$ cat src/hw/lsp_extract_pkg.sv
`default_nettype none

package lsp_extract_pkg;

	////////////////////////////////////////////////////////////
	// Memory geometry
	////////////////////////////////////////////////////////////
	localparam int ADDR_W    = 11;   // Word address into the scratch memory
	localparam int WORD_W    = 32;
	localparam int SAMPLE_W  = 16;   // Q15 sample in the low half of a word
	localparam int MEM_DEPTH = 2048;

	////////////////////////////////////////////////////////////
	// Algorithm constants
	////////////////////////////////////////////////////////////
	localparam int LP_ORDER  = 10;   // LSP coefficients per frame
	localparam int MA_NP     = 4;    // MA predictor taps

	// Left shift applied to the scaled value before extract_h
	localparam int LSP_SHL   = 3;

endpackage

`default_nettype wire
$ cat src/hw/basic_ops.sv
`timescale 1ns/1ps
`default_nettype none

module basic_ops (
	input  logic [lsp_extract_pkg::SAMPLE_W-1:0] mult_a,
	input  logic [lsp_extract_pkg::SAMPLE_W-1:0] mult_b,
	input  logic [lsp_extract_pkg::SAMPLE_W-1:0] msu_a,
	input  logic [lsp_extract_pkg::SAMPLE_W-1:0] msu_b,
	input  logic [lsp_extract_pkg::WORD_W-1:0]   msu_c,
	input  logic [lsp_extract_pkg::SAMPLE_W-1:0] add_a,
	input  logic [lsp_extract_pkg::SAMPLE_W-1:0] add_b,
	output logic [lsp_extract_pkg::WORD_W-1:0]   mult_out,
	output logic [lsp_extract_pkg::WORD_W-1:0]   msu_out,
	output logic [lsp_extract_pkg::SAMPLE_W-1:0] add_out
);
	import lsp_extract_pkg::*;

	logic [WORD_W-1:0] msu_prod;
	logic [WORD_W:0]   msu_diff;   // One guard bit for overflow detection

	// L_mult: doubled signed product, only -1 * -1 overflows
	function automatic logic [WORD_W-1:0] l_mult(
		input logic [SAMPLE_W-1:0] a,
		input logic [SAMPLE_W-1:0] b
	);
		logic signed [WORD_W-1:0] prod;
		logic [SAMPLE_W-1:0]      min_16;
		begin
			min_16 = {1'b1, {(SAMPLE_W-1){1'b0}}};
			prod   = $signed(a) * $signed(b);
			if ((a == min_16) && (b == min_16))
				l_mult = {1'b0, {(WORD_W-1){1'b1}}};   // MAX_32
			else
				l_mult = {prod[WORD_W-2:0], 1'b0};
		end
	endfunction

	////////////////////////////////////////////////////////////
	// Multiply
	////////////////////////////////////////////////////////////
	always_comb
	begin
		mult_out = l_mult(mult_a, mult_b);
	end

	////////////////////////////////////////////////////////////
	// Multiply-subtract with 32-bit saturation
	////////////////////////////////////////////////////////////
	always_comb
	begin
		msu_prod = l_mult(msu_a, msu_b);
		msu_diff = {msu_c[WORD_W-1], msu_c} - {msu_prod[WORD_W-1], msu_prod};

		// Guard bit disagrees with sign bit on overflow
		if (msu_diff[WORD_W] != msu_diff[WORD_W-1])
		begin
			if (msu_diff[WORD_W])
				msu_out = {1'b1, {(WORD_W-1){1'b0}}};   // MIN_32
			else
				msu_out = {1'b0, {(WORD_W-1){1'b1}}};   // MAX_32
		end
		else
			msu_out = msu_diff[WORD_W-1:0];
	end

	// Loop counters only, wrap is harmless
	always_comb
	begin
		add_out = add_a + add_b;
	end

endmodule

`default_nettype wire

$ cat config.mk
export PLATFORM = sky130hd
export DESIGN_NAME = basic_ops
export DESIGN_NICKNAME = d
export VERILOG_FILES = /design/src/hw/lsp_extract_pkg.sv /design/src/hw/basic_ops.sv
export SDC_FILE = /design/constraint.sdc
export NUM_CORES = 2
export LEC_CHECK = 0
export BUFFER_PORTS_ARGS = -buffer_cell sky130_fd_sc_hd__buf_2
export CAP_MARGIN = 0
export CORE_MARGIN = 4
export CORE_UTILIZATION = 45
export DETAILED_ROUTE_END_ITERATION = 12
export GPL_TIMING_DRIVEN = 0
export PLACE_DENSITY = 0.68
export SLEW_MARGIN = 20
export SYNTH_ARGS = -nofsm -noshare
export SYNTH_HDL_FRONTEND = slang
export SYNTH_SLANG_ARGS = --single-unit
export TNS_END_PERCENT = 1
$ cat constraint.sdc
create_clock -name vclk -period 17.6
set_input_delay 3.52 -clock vclk [all_inputs]
set_output_delay 3.52 -clock vclk [all_outputs]
set_load 0.01 [all_outputs]
==> metrics.txt <==
total iterations of the first detailed-routing run=5; DR DRC count=0; status=finished, final reports clean; Final Hold Fails=0; Final ANT Viol Nets=0; initial core utilization=0.454; diodes inserted=0; Seq/Total Area, Yosys=0; RD Place Congestion=0.926; FMAX=61.2 MHz; die area=52,900 um^2; crit path DAT=12.82 ns; synth unique cells=70; drt via density=5.25; Tmin final=16.34 ns; GRT Total Usage=0.232; RSZ-0062 raised after global routing=false; nets@finish=3,607; share of cells above drive strength 1=0.0766; total number of vias=17,933; cells resized by post-CTS repair=0; CP required=14.08 ns; most frequent cells in the layout=inv_1 (583), fa_1 (514), nand2_1 (319); Setup crit end kind=output pin; synthesis warning total=0; # clk buffers=0; Port Buffers=178; most common cell after layout, fill and taps aside=inv_1; final setup fails=0; most frequent CP cell=fa_1; post-route setup TNS=0 ns; Max-Cap Viols=0; core area=48,800 um^2; cell area after synthesis=22,200 um^2; Syn Inst Count=2,577; DRT Wirelength=61,000 um; vias in the first global route=19,101; CTS Hold Bufs=0; dpl hpwl=53,300 um; Crit Path Category=in -> out; total grt overflow=0; Starting DRT DRC Count=1,173; routed len/inst=17.8 um; Slew @ Worst Pin=0.954 ns; FF/Latch Area=0 um^2; Tcrit/Tclk final=0.929; Layout Utilization=0.489; worst min-delay path class=in -> out; Synth Net Count=3,427; Slew Viols, Final=0; post-CTS setup buffers=0; FP Rows=81; slowest CP cell=clkbuf_1; first-pass GRT wire length=99,200 um; CP peak stage delay=0.55 ns; Slew Limit Headroom=0.361; die width=230 um; DIE HEIGHT=230 um; area growth from synthesis to layout=7.79%; largest net degree at the start of global routing=13; Crit Path Max Fanout=10; FF+latch count=0; Post-Syn Area per Cell=8.61 um^2; initial antenna violation count=4; Startpoint Class=input pin; number of I/O pins=208
## metrics by stage
stage	std cells	worst slack [ns]	instance area, um^2	hold WS [ns]
2_1_floorplan	2577	2.90	22200	7.18
3_3_place_gp	3419	1.51	23900	7.33
3_5_place_dp	3419	1.47	23900	7.35
4_1_cts	3419	1.44	23900	7.35
5_1_grt	3419	0.880	23900	7.38
6_report	3419	1.26	23900	7.34
## layout make-up
class,instances,area (um^2)
multi-input cells,1885,19600
fillers,4754,24900
plain buffers,109,445
repair buffers,178,891
inverters,583,2190
well taps,664,831
## critical path: cells and delay by family
kind,cells,cell delay [ns]
muxes,1,0.39
xor gates and xnor gates,1,0.17
buffers and inverters,7,1.56
adders and majority gates,8,3.74
AOI/OAI and AO/OA,13,2.84
and+or+nand+nor,3,0.58
## per-layer routing
metal	GRT usage	vias up	part of all wire
li1	-	8156	-
met1	0.320	9040	0.43
met2	0.389	632	0.48
met3	0.0361	101	0.071
met4	0.0507	4	0.025
met5	0	-	0.00043
## logic make-up after synthesis
| group | synth area share |
|---|---|
| AOI/OAI and AO/OA | 0.0838 |
| and+or+nand+nor | 0.171 |
| xor gates and xnor gates | 0.0426 |
| buffers and inverters | 0.119 |
| adders and majority gates | 0.581 |
| muxes | 0.00254 |
## worst paths after layout
| kind | start | to | slack [ns] | depth (start not counted) |
|---|---|---|---|---|
| worst min-delay path | add_b[0] | add_out[0] | 7.34 | 3 |
| worst max-delay path | msu_a[10] | msu_out[27] | 1.26 | 33 |
## synthesized netlist by cell type, drive strengths merged (3+ instances only)
cell | n | area [um^2]
nor2 | 79 | 297
and3 | 9 | 56.3
nand2 | 319 | 1200
a21o | 35 | 263
buf | 10 | 73.8
a21oi | 93 | 480
nor3 | 17 | 85.1
nor2b | 8 | 50.1
a21boi | 5 | 37.5
xnor2 | 78 | 683
fa | 514 | 10300
or2 | 5 | 31.3
o21a | 18 | 135
o41ai | 3 | 41.3
o21bai | 11 | 82.6
nand3 | 14 | 70.1
a221oi | 3 | 32.5
xor2 | 30 | 263
nand2b | 36 | 225
o31ai | 8 | 75.1
nor4b | 3 | 26.3
and2 | 225 | 1410
a41oi | 5 | 43.8
or3 | 7 | 43.8
o21ai | 62 | 318
nor4 | 22 | 144
o211ai | 4 | 30.0
or4 | 3 | 22.5
nand4 | 9 | 56.3
clkbuf | 99 | 372
inv | 583 | 2190
a211oi | 9 | 72.6
ha | 208 | 2600
a31oi | 13 | 87.6
Power is not shown: default switching activity piles up to over one toggle a cycle in this logic, so the estimate is an artifact.
