<file path="config.mk">
export PLATFORM = sky130hd
export DESIGN_NAME = l_shl_unit
export DESIGN_NICKNAME = d
export VERILOG_FILES = /design/src/hw/lsp_extract_pkg.sv /design/src/hw/l_shl_unit.sv
export SDC_FILE = /design/constraint.sdc
export NUM_CORES = 1
export LEC_CHECK = 0
export ABC_AREA = 1
export BUFFER_PORTS_ARGS = -buffer_cell sky130_fd_sc_hd__buf_2
export CAP_MARGIN = 20
export CORE_MARGIN = 8
export CORE_UTILIZATION = 27
export DETAILED_ROUTE_END_ITERATION = 10
export GPL_TIMING_DRIVEN = 0
export PLACE_DENSITY = 0.51
export SLEW_MARGIN = 0
export SYNTH_ARGS = -nofsm -noshare
export SYNTH_HDL_FRONTEND = slang
export SYNTH_SLANG_ARGS = --single-unit
</file>
<file path="constraint.sdc">
create_clock -name clk -period 1.67 [get_ports clk]
set_clock_uncertainty 0.2 [all_clocks]
set_input_delay 0 -clock clk [delete_from_list [all_inputs] [get_ports clk]]
set_output_delay 0 -clock clk [all_outputs]
set_load 0.02 [all_outputs]
</file>
<file path="src/hw/lsp_extract_pkg.sv">
`default_nettype none

package lsp_extract_pkg;

	////////////////////////////////////////////////////////////
	// Memory geometry
	////////////////////////////////////////////////////////////
	localparam int ADDR_W    = 11;   // Word address into the scratch memory
	localparam int WORD_W    = 32;
	localparam int SAMPLE_W  = 16;   // Q15 sample in the low half of a word
	localparam int MEM_DEPTH = 2048;

	////////////////////////////////////////////////////////////
	// Algorithm constants
	////////////////////////////////////////////////////////////
	localparam int LP_ORDER  = 10;   // LSP coefficients per frame
	localparam int MA_NP     = 4;    // MA predictor taps

	// Left shift applied to the scaled value before extract_h
	localparam int LSP_SHL   = 3;

endpackage

`default_nettype wire
</file>
<file path="src/hw/l_shl_unit.sv">
`timescale 1ns/1ps
`default_nettype none

module l_shl_unit (
	input  logic                               clk,
	input  logic                               reset,
	input  logic                               shl_ready,
	input  logic [lsp_extract_pkg::WORD_W-1:0] shl_a,
	output logic                               shl_done,
	output logic [lsp_extract_pkg::WORD_W-1:0] shl_result
);
	import lsp_extract_pkg::*;

	logic [WORD_W-1:0]              shl_val;    // Operand, shifted in place
	logic [WORD_W-1:0]              shl_step;
	logic [$clog2(LSP_SHL+1)-1:0]   cnt;        // Shifts still to go
	logic                           busy;

	// One bit of L_shl; a sign change pins the value at the rail
	always_comb
	begin
		if (shl_val[WORD_W-1] != shl_val[WORD_W-2])
			shl_step = shl_val[WORD_W-1] ? {1'b1, {(WORD_W-1){1'b0}}}
				: {1'b0, {(WORD_W-1){1'b1}}};
		else
			shl_step = {shl_val[WORD_W-2:0], 1'b0};
	end

	////////////////////////////////////////////////////////////
	// Handshake and shift counter
	////////////////////////////////////////////////////////////
	always_ff @(posedge clk)
	begin
		if (reset)
		begin
			busy     <= 1'b0;
			cnt      <= '0;
			shl_done <= 1'b0;
		end
		else
		begin
			shl_done <= 1'b0;
			if (shl_ready)
			begin
				busy <= 1'b1;
				cnt  <= ($clog2(LSP_SHL+1))'(LSP_SHL);
			end
			else if (busy)
			begin
				cnt <= cnt - 1'b1;
				if (cnt == 1)   // Last shift lands this edge
				begin
					busy     <= 1'b0;
					shl_done <= 1'b1;
				end
			end
		end
	end

	always_ff @(posedge clk)
	begin
		if (shl_ready)
			shl_val <= shl_a;
		else if (busy)
			shl_val <= shl_step;
	end

	assign shl_result = shl_val;

endmodule

`default_nettype wire

</file>
==> metrics <==
Top-Level Pins 68; shortest clock period the worst path allows after layout 1640 ps; number of register bits inferred by synthesis 36; DIE AREA 9760 µm²; kind of critical path flip-flop to flip-flop; area leader, netlist edfxtp_1; sequential group share of total power 0.432; switching share of total power 0.342; Tightest Pin Transition 483 ps; setup slack after layout 30.2 ps; total power per unit cell area 999 nW/µm²; wire per inst ~13 µm; Final Instance Area 2830 µm²; total via count after detailed routing 1,794; NumNets Final 383; share of final-layout standard cells stronger than drive strength 1 0.283; Max-Cap Viols 0; wire length of the first global-routing pass 8890 µm; routed vias/inst around 4.2; largest net degree at the start of global routing 35; number of buffers created by CTS 5; remaining design rule violation count 0; post-route ant nets 0; share of total power in the clock network 0.210; clock sink total 36; standby leakage power around 1.5 nW; post-route setup TNS 0 ps; Worst path most repeated cell nand2_1; WP data required ~1500 ps; count of buffers inserted at the top-level ports 66; proportion of power drawn by combinational gates 0.358; largest cells by area after synthesis edfxtp_1 (52%), nand2_1 (32%), dfxtp_1 (4.3%), buf_2 (2.7%), ha_1 (2.0%); last weighted congestion value of the routability-driven placer 0.681; cell area reported after detailed placement 2300 µm²; Filler Cell Count 695; gr ovfl total 0; Slew HR 0.678; DP Worst Slack -39.1 ps; root buffer selected by CTS clkbuf_8; average size of a mapped cell ~8 µm²; highest achievable clock rate between 600 and 700 MHz; number of antenna violations at the first check in global routing 0; setup repair after global routing missed its margin true; standard-cell rows 30; delay of the slowest critical-path stage 380 ps; number of design-rule violations left by the first detailed-router iteration slightly above 70; total routing resource utilization after global routing 0.113; HP Class primary input to flip-flop; design internal power 0.00186 W; outcome finished, final reports clean; Design Power 0.00283 W; clock edge transition at the registers on the reported setup and hold paths 70 ps; clk buf depth 2; origin of the critical flop-to-flop path shl_result[31]; DRT Pass-1 Iters 4; Critical R2R Capture shl_result[30]; die extent in y 98.8 µm; Initial Util 0.275; cell count of the worst reg-to-reg path 8; largest vdd supply drop between 0.4 and 0.5 mV; critical path data arrival time approximately 1500 ps; layout overhead on the synthesized area 53.0%; worst hold endpoint cnt[1]; slowest stage cell on the critical path edfxtp_1; clock tree from TritonCTS done; crit-path max FO 5; total detailed-routing wirelength 5450 µm; die width 98.8 µm; Hold Path Stages 6; netlist area before placement about 1900 µm²; Setup violations, final 0; critical path endpoint category flip-flop; count of placed standard cells including taps 377; final clock period utilization by the worst path 0.982; Net Count, Synth around 270; diodes inserted 0; H-tree depth 2; Final Non-Filler Cells 426; Register-to-Register Setup Slack roughly 30 ps; Final Hold Vio Count 0; sequential-to-total area share from yosys stat 0.563; proportion of netlist area held by the largest area contributor 0.519; Synth Warn # 0; via count of the first global-routing pass 1,869; number of instances in the synthesized netlist 231; clk_lat worst skew about 280 ps; number of distinct library cell variants in the gate-level netlist after synthesis 14; number of max-slew violations in the final report 0; hold path startpoint shl_ready; cell chain of the critical path inv_2 > ha_4 > inv_4 > nand2_8 > buf_4 > nand2_1 > nand2_1 > nand2_1; Core ar. 6720 µm²; startpoint kind of the worst setup timing path flip-flop; estimated wirelength of the detail-placed design 3620 µm; net switching power 0.000967 W
how the worst max path moves through the flow:
stage / startpoint / endpoint / slack (ps)
floorplan: shl_result[30] / shl_result[10] / -8
global placement: shl_result[30] / shl_result[12] / -60
detailed placement: shl_result[30] / shl_result[3] / -40
CTS: shl_result[30] / shl_result[3] / -20
global route: shl_result[31] / shl_result[3] / -60
finish: shl_result[31] / shl_result[30] / 30
through the flow:
| stage | util | hold WS, ps |
|---|---|---|
| after CTS | 0.411 | 53.0 |
| after global placement | 0.342 | -24.0 |
| after detailed placement | 0.342 | -18.8 |
| after global routing | 0.421 | 84.6 |
| final | 0.421 | 47.5 |
| after floorplan | - | -128 |
sequential cells by signal, indices dropped and copies added (netlist names):
register    count
busy            1
shl_done        1
shl_result     32
cnt             2
worst max-delay path, delay by kind of cell, from the launching register on:
kind	cells	cell delay, ps
adder cells (fa/ha/maj)	1	300
flip-flops	1	380
buffers and inverters	3	290
AND/OR/NAND/NOR	4	240
final cells by class:
type / instances / area, µm² / area share
Buffer: 14 / 121 / 0.0429
Clock buffer: 7 / 76.3 / 0.0270
Clock inverter: 1 / 3.75 / 0.00133
Inverter: 7 / 28.8 / 0.0102
Multi-Input combinational cell: 174 / 728 / 0.257
Sequential cell: 36 / 1040 / 0.368
Tap cell: 80 / 100 / 0.0354
Timing Repair Buffer: 107 / 732 / 0.259
power groups by stage:
| stage | sequential (W) | combinational [W] | clock, W |
|---|---|---|---|
| after floorplan | 0.00139 | 0.000428 | 0 |
| after global placement | 0.00124 | 0.000854 | 0 |
| after detailed placement | 0.00124 | 0.000859 | 0 |
| after CTS | 0.00122 | 0.000939 | 0.000616 |
| after global routing | 0.00124 | 0.00114 | 0.000650 |
| final | 0.00122 | 0.00101 | 0.000594 |
per-layer routing:
layer	up-vias	GRT usage	routed length, µm
met1	803	0.129	2410
met2	44	0.194	2640
met4	0	0.0307	55
li1	942	-	-
met5	-	0	0
met3	5	0.0402	339
placed cells by master (no fill, tap or decap):
cell,Yosys,layout
buf_8,0,1
ha_1,3,2
inv_2,2,2
inv_1,5,4
o21ai_1,1,1
buf_2,10,70
nand2_1,160,158
edfxtp_1,32,32
nor2_1,5,5
dfxtp_1,4,4
nand2_4,0,1
a21oi_2,1,1
dlygate4sd3_1,0,36
clkbuf_8,0,5
nand3_1,3,3
buf_6,3,6
inv_4,0,1
buf_4,1,8
nand2_8,0,1
nand2_2,1,1
clkbuf_1,0,2
ha_4,0,1
clkinv_1,0,1
Yosys cell counts:
cell	instances
buf_6	3
inv_2	2
nand3_1	3
edfxtp_1	32
buf_4	1
nand2_2	1
ha_1	3
a21oi_2	1
o21ai_1	1
buf_2	10
nor2_1	5
nand2_1	160
dfxtp_1	4
inv_1	5
logic make-up after synthesis:
| logic type | count (synthesis) | share of synthesized area |
|---|---|---|
| simple gates | 169 | 0.346 |
| compound gates | 2 | 0.00744 |
| fa+ha+maj | 3 | 0.0203 |
| flops | 36 | 0.563 |
| buf+inv | 21 | 0.0636 |
what timing repair did:
item	4_1_cts	5_1_grt
gates resized for setup	1	18
setup endpoints to repair	61	30
hold buffers	36	0
buffers inserted	2	1
pin swaps	0	3
cloned	0	2
endpoints found under the hold margin	36	0
(Power assumes the default switching activity.)
