## src/hw/lsp_extract_pkg.sv

```systemverilog
`default_nettype none

package lsp_extract_pkg;

	////////////////////////////////////////////////////////////
	// Memory geometry
	////////////////////////////////////////////////////////////
	localparam int ADDR_W    = 11;   // Word address into the scratch memory
	localparam int WORD_W    = 32;
	localparam int SAMPLE_W  = 16;   // Q15 sample in the low half of a word
	localparam int MEM_DEPTH = 2048;

	////////////////////////////////////////////////////////////
	// Algorithm constants
	////////////////////////////////////////////////////////////
	localparam int LP_ORDER  = 10;   // LSP coefficients per frame
	localparam int MA_NP     = 4;    // MA predictor taps

	// Left shift applied to the scaled value before extract_h
	localparam int LSP_SHL   = 3;

endpackage

`default_nettype wire
```

## src/hw/lsp_prev_extract.sv

```systemverilog
`timescale 1ns/1ps
`default_nettype none

module lsp_prev_extract (
	input  logic                                 clk,
	input  logic                                 reset,
	input  logic                                 start,
	input  logic [lsp_extract_pkg::ADDR_W-1:0]   lsp_base,
	input  logic [lsp_extract_pkg::ADDR_W-1:0]   freq_prev_base,
	input  logic [lsp_extract_pkg::ADDR_W-1:0]   fg_base,
	input  logic [lsp_extract_pkg::ADDR_W-1:0]   fg_sum_inv_base,
	input  logic [lsp_extract_pkg::ADDR_W-1:0]   lspele_base,
	input  logic [lsp_extract_pkg::WORD_W-1:0]   read_data,
	input  logic [lsp_extract_pkg::WORD_W-1:0]   mult_out,
	input  logic [lsp_extract_pkg::WORD_W-1:0]   msu_out,
	input  logic [lsp_extract_pkg::SAMPLE_W-1:0] add_out,
	input  logic                                 shl_done,
	input  logic [lsp_extract_pkg::WORD_W-1:0]   shl_result,
	output logic                                 done,
	output logic [lsp_extract_pkg::ADDR_W-1:0]   read_addr,
	output logic [lsp_extract_pkg::ADDR_W-1:0]   write_addr,
	output logic [lsp_extract_pkg::WORD_W-1:0]   write_data,
	output logic                                 write_en,
	output logic [lsp_extract_pkg::SAMPLE_W-1:0] mult_a,
	output logic [lsp_extract_pkg::SAMPLE_W-1:0] mult_b,
	output logic [lsp_extract_pkg::SAMPLE_W-1:0] msu_a,
	output logic [lsp_extract_pkg::SAMPLE_W-1:0] msu_b,
	output logic [lsp_extract_pkg::WORD_W-1:0]   msu_c,
	output logic [lsp_extract_pkg::SAMPLE_W-1:0] add_a,
	output logic [lsp_extract_pkg::SAMPLE_W-1:0] add_b,
	output logic                                 shl_ready,
	output logic [lsp_extract_pkg::WORD_W-1:0]   shl_a
);
	import lsp_extract_pkg::*;

	enum logic [2:0] {S_IDLE, S_LOAD, S_TAP_FETCH, S_TAP_ACC, S_SCALE, S_SHL_WAIT}
		state, state_next;

	logic [SAMPLE_W-1:0] j, j_next;             // Coefficient index
	logic [SAMPLE_W-1:0] k, k_next;             // Tap index
	logic [WORD_W-1:0]   acc, acc_next;         // L_temp
	logic [SAMPLE_W-1:0] fp_stage, fp_stage_next;

	////////////////////////////////////////////////////////////
	// State registers
	////////////////////////////////////////////////////////////
	always_ff @(posedge clk)
	begin
		if (reset)
		begin
			state <= S_IDLE;
			j     <= '0;
			k     <= '0;
		end
		else
		begin
			state <= state_next;
			j     <= j_next;
			k     <= k_next;
		end
	end

	always_ff @(posedge clk)
	begin
		acc      <= acc_next;
		fp_stage <= fp_stage_next;
	end

	////////////////////////////////////////////////////////////
	// Next state, addressing and datapath steering
	////////////////////////////////////////////////////////////
	always_comb
	begin
		state_next    = state;
		j_next        = j;
		k_next        = k;
		acc_next      = acc;
		fp_stage_next = fp_stage;
		done          = 1'b0;
		read_addr     = '0;
		write_addr    = '0;
		write_data    = '0;
		write_en      = 1'b0;
		mult_a        = '0;
		mult_b        = '0;
		msu_a         = '0;
		msu_b         = '0;
		msu_c         = '0;
		add_a         = '0;
		add_b         = '0;
		shl_ready     = 1'b0;
		shl_a         = '0;

		case (state)
			S_IDLE:
			begin
				read_addr = {lsp_base[ADDR_W-1:4], j[3:0]};   // Prefetch lsp[0]
				if (start)
					state_next = S_LOAD;
			end

			S_LOAD:
			begin
				if (j == LP_ORDER)
				begin
					j_next     = '0;
					done       = 1'b1;
					state_next = S_IDLE;
				end
				else
				begin
					// L_deposit_h(lsp[0]) for the first coefficient only
					if (j == '0)
						acc_next = {read_data[SAMPLE_W-1:0], {(WORD_W-SAMPLE_W){1'b0}}};
					read_addr  = {freq_prev_base[ADDR_W-1:6], j[3:0], k[1:0]};
					state_next = S_TAP_FETCH;
				end
			end

			S_TAP_FETCH:
			begin
				if (k == MA_NP)
				begin
					read_addr  = {fg_sum_inv_base[ADDR_W-1:4], j[3:0]};
					state_next = S_SCALE;
				end
				else
				begin
					fp_stage_next = read_data[SAMPLE_W-1:0];   // freq_prev[j][k]
					read_addr     = {fg_base[ADDR_W-1:6], j[3:0], k[1:0]};
					state_next    = S_TAP_ACC;
				end
			end

			S_TAP_ACC:
			begin
				msu_a    = fp_stage;
				msu_b    = read_data[SAMPLE_W-1:0];   // fg[j][k]
				msu_c    = acc;
				acc_next = msu_out;
				add_a    = k;
				add_b    = SAMPLE_W'(1);
				k_next   = add_out;
				// Next tap fetched while this one accumulates
				read_addr  = {freq_prev_base[ADDR_W-1:6], j[3:0], add_out[1:0]};
				state_next = S_TAP_FETCH;
			end

			S_SCALE:
			begin
				mult_a     = acc[WORD_W-1 -: SAMPLE_W];   // extract_h(L_temp)
				mult_b     = read_data[SAMPLE_W-1:0];
				shl_ready  = 1'b1;
				shl_a      = mult_out;
				state_next = S_SHL_WAIT;
			end

			S_SHL_WAIT:
			begin
				add_a = j;
				add_b = SAMPLE_W'(1);
				if (shl_done)
				begin
					write_addr = {lspele_base[ADDR_W-1:4], j[3:0]};
					write_data = {{(WORD_W-SAMPLE_W){1'b0}}, shl_result[WORD_W-1 -: SAMPLE_W]};
					write_en   = 1'b1;
					j_next     = add_out;
					k_next     = '0;
					// L_deposit_h(lsp[j+1])
					acc_next   = {read_data[SAMPLE_W-1:0], {(WORD_W-SAMPLE_W){1'b0}}};
					state_next = S_LOAD;
				end
				else
					read_addr = {lsp_base[ADDR_W-1:4], add_out[3:0]};   // lsp[j+1]
			end

			default: state_next = S_IDLE;
		endcase
	end

endmodule

`default_nettype wire

```

## config.mk

```make
export PLATFORM = sky130hd
export DESIGN_NAME = lsp_prev_extract
export DESIGN_NICKNAME = d
export VERILOG_FILES = /design/src/hw/lsp_extract_pkg.sv /design/src/hw/lsp_prev_extract.sv
export SDC_FILE = /design/constraint.sdc
export NUM_CORES = 1
export LEC_CHECK = 0
export BUFFER_PORTS_ARGS = -buffer_cell sky130_fd_sc_hd__buf_2
export CAP_MARGIN = 10
export CORE_AREA = 3 3 160 162
export CTS_CLUSTER_DIAMETER = 100
export CTS_CLUSTER_SIZE = 10
export DETAILED_ROUTE_END_ITERATION = 8
export DIE_AREA = 0 0 163 165
export PLACE_DENSITY = 0.45
export SLEW_MARGIN = 20
export SYNTH_ARGS = -nofsm -noshare
export SYNTH_HDL_FRONTEND = slang
export SYNTH_SLANG_ARGS = --single-unit
```

## constraint.sdc

```tcl
create_clock -name clk -period 3.2 [get_ports clk]
set_input_delay 0.16 -clock clk [delete_from_list [all_inputs] [get_ports clk]]
set_output_delay 0.16 -clock clk [all_outputs]
set_load 0.01 [all_outputs]
```

==> results.json <==
{
  "status": "finished clean",
  "p_switching_uw": 830,
  "critPathKind": "reg2out",
  "cts.repair.resized": 0,
  "cts_tree": "yes",
  "dr.pass1.iters": 4,
  "hold_viol_final": 0,
  "intPower_uw": 2100,
  "fmax_mhz": 354,
  "crit_family": "simple AND/OR/NAND/NOR gates",
  "n_fill_cell": 2650,
  "via_count": 4960,
  "cap_violations": 0,
  "slew_headroom": 0.460,
  "die-area_sq_um": 26900,
  "netlist_area_sq_um": 4930,
  "synthCells": 542,
  "layoutNonFillerInstCount": 1175,
  "dieHeight_um": 165,
  "rows": 57,
  "worst_path_largest_cell_delay_ns": 0.79,
  "gp_congestion": 0.730,
  "met1_usage": 0.169,
  "tns_ns": 0,
  "multi_input_area_sq_um": 2460,
  "hold_buffers": 0,
  "seqCellArea_sq_um": 2140,
  "finalSetupViolCount": 0,
  "cp-end-kind": "primary output",
  "crit_fanout": 8,
  "cts_max_level": 3,
  "fin_util": 0.293,
  "drtAntennaViolNets": 0,
  "path_cells": "nor4_1 -> nand4_1 -> nor4b_2 -> a22o_1 -> a221o_1 -> buf_2",
  "antenna_found_initial": 3,
  "p_clk_frac": 0.402,
  "worstPathArrival_ns": 2.66,
  "viasPerCell": 4.22,
  "crit_required_ns": 3.04,
  "rsz0062_at_grt": "false",
  "irDropWorstVdd_mv": 0.187,
  "clock_latency_ns": 0.35,
  "grtUsageMet3": 0.0366,
  "pwr-share-comb": 0.175,
  "synthToLayoutAreaGrowth_pct": 44.2,
  "drt_iter0_drc": 271,
  "avgSynthCellArea_sq_um": 9.10,
  "ys_ff_latch": 83,
  "powerDensity_nw_per_um2": 412,
  "fin_crit_sh": 0.883,
  "coreArea_sq_um": 24200,
  "max_slew.worst_pin.slew_ns": 0.808,
  "cpMaxStageDelayCell": "nor4b_2",
  "grt_max_degree": 73,
  "cts_made_buffers": 9,
  "dpl.hpwl_um": 14300,
  "first_global_vias": 4533,
  "grt_most_used_layer": "met2",
  "crit_buf_inv": 1,
  "synth_cell_types": 45,
  "gr-total-overflow": 0,
  "grt_pass1_wl_um": 27500,
  "avgRoutedWirePerCell_um": 16.5,
  "clock_sinks": 83,
  "die_w_um": 163,
  "use_met2": 0.221,
  "final_layout_size_suffix_gt1_frac": 0.443,
  "hold_class": "in2reg",
  "clockRootBuffer": "clkbuf_16",
  "cts_max_path_buffers": 2,
  "yosys_warnings": 0,
  "antenna_cells": 0,
  "initial_core_util": 0.203,
  "min_period_ns": 2.82,
  "synth-async-reset-ratio": 0,
  "io_pins": 420,
  "drv_slew": 0,
  "track_usage": 0.132,
  "pwr-share-seq": 0.423,
  "clk_pin_slew_ns": 0.07,
  "cts_setup_buffers": 0,
  "synth_edf_count": 48,
  "io_buffer_count": 332,
  "synth_seq_area_share": 0.434,
  "drc_errors": 0,
  "p_leak_uw": 0.00393,
  "fin_worst_skew_ns": 0.0144,
  "final_nets": 1049,
  "dpl.cell_count": 1159,
  "ys.flop_type": "edfxtp_1",
  "cp-start-kind": "register",
  "sw_frac_of_total": 0.283,
  "routed_wl_um": 19400
}
## cells in the final DEF, fill, tap and decap left out, types with 3 or more instances in the layout
master     Yosys  layout
a21oi_1        3       3
a221o_1        9       9
a22o_1        22      22
a22oi_1       32      32
and2_1        93      92
and3_1        83      83
buf_2          1     332
buf_4         31       9
clkbuf_16      0       9
conb_1         1      31
dfxtp_1       35      34
edfxtp_1      48      48
inv_6          0       3
nand2_1       52      52
nor2_1        41      40
nor2b_1        6       5
nor3_1         3       3
nor4_1         3       3
## power groups by stage
stage	sequential, uW	clock, uW	combinational, uW
floorplan	1250	0	323
global placement	1260	0	525
detailed placement	1270	0	524
CTS	1240	1220	524
global route	1250	1250	573
finish	1240	1180	513
## worst reg2reg max path, delay by kind of cell, from the launching register on
| kind | cells | cell delay, ns |
|---|---|---|
| buf+inv | 1 | 0.21 |
| flops | 1 | 0.33 |
| simple gates | 4 | 1.43 |
| compound gates | 1 | 0.13 |
## layout make-up
class | count | share of cell area
Tap cell | 324 | 0.0570
Multi-Input combinational cell | 408 | 0.346
Inverter | 1 | 0.000528
Timing Repair Buffer | 343 | 0.249
Sequential cell | 83 | 0.302
Clock buffer | 9 | 0.0317
Clock inverter | 7 | 0.0148
## state kept, by name, indices dropped and copies added (netlist names)
name and flops:
acc 32, fp_stage 16, j 16, k 16, state 3
## synthesized netlist by cell type, drive strengths merged, types with 2 or more instances
| cell type | count | share of area |
|---|---|---|
| a21o | 3 | 0.0051 |
| nor2b | 6 | 0.0076 |
| dfxtp | 35 | 0.14 |
| nor3 | 3 | 0.0030 |
| nor4 | 4 | 0.0081 |
| o21ai | 2 | 0.0028 |
| nand2b | 3 | 0.0038 |
| nand3 | 2 | 0.0030 |
| nand2 | 54 | 0.042 |
| and3 | 83 | 0.11 |
| a22o | 23 | 0.041 |
| edfxtp | 48 | 0.29 |
| nor4b | 2 | 0.0048 |
| a32oi | 2 | 0.0036 |
| a221o | 9 | 0.018 |
| nor2 | 41 | 0.031 |
| buf | 39 | 0.058 |
| clkbuf | 41 | 0.035 |
| a22oi | 32 | 0.049 |
| or4 | 3 | 0.0061 |
| and2 | 93 | 0.12 |
| a21oi | 3 | 0.0030 |
## stage by stage
stage	setup WS [ns]	area (sq um)	hold WS [ns]	power, uW
after global routing	0.193	7110	0.0285	3080
after detailed placement	0.768	6780	0.383	1790
after floorplan	0.450	5040	0.259	1570
final	0.376	7110	0.0325	2930
after global placement	0.764	6780	0.385	1790
after CTS	0.386	7110	0.0161	2990
## worst paths after layout
path,start,to,slack (ns),cells after the start
worst max-delay path,k[7],read_addr[6],0.38,6
worst max register to register,j[5],acc[16],0.77,6
worst min-delay path,read_data[13],fp_stage[13],0.03,1
worst min register to register,j[6],j[6],0.54,2
## layer usage
metal,routed length [um],share of wire
met2,9320,0.48
met4,193,0.010
met5,34,0.0018
met1,8190,0.42
met3,1650,0.085
## kinds of logic after synthesis
kind of cell	synth area share
AOI/OAI and AO/OA	0.127
buffers and inverters	0.0941
DFF	0.434
other	0.000760
and+or+nand+nor	0.344
Note: power is estimated with default switching activity, not from simulation.
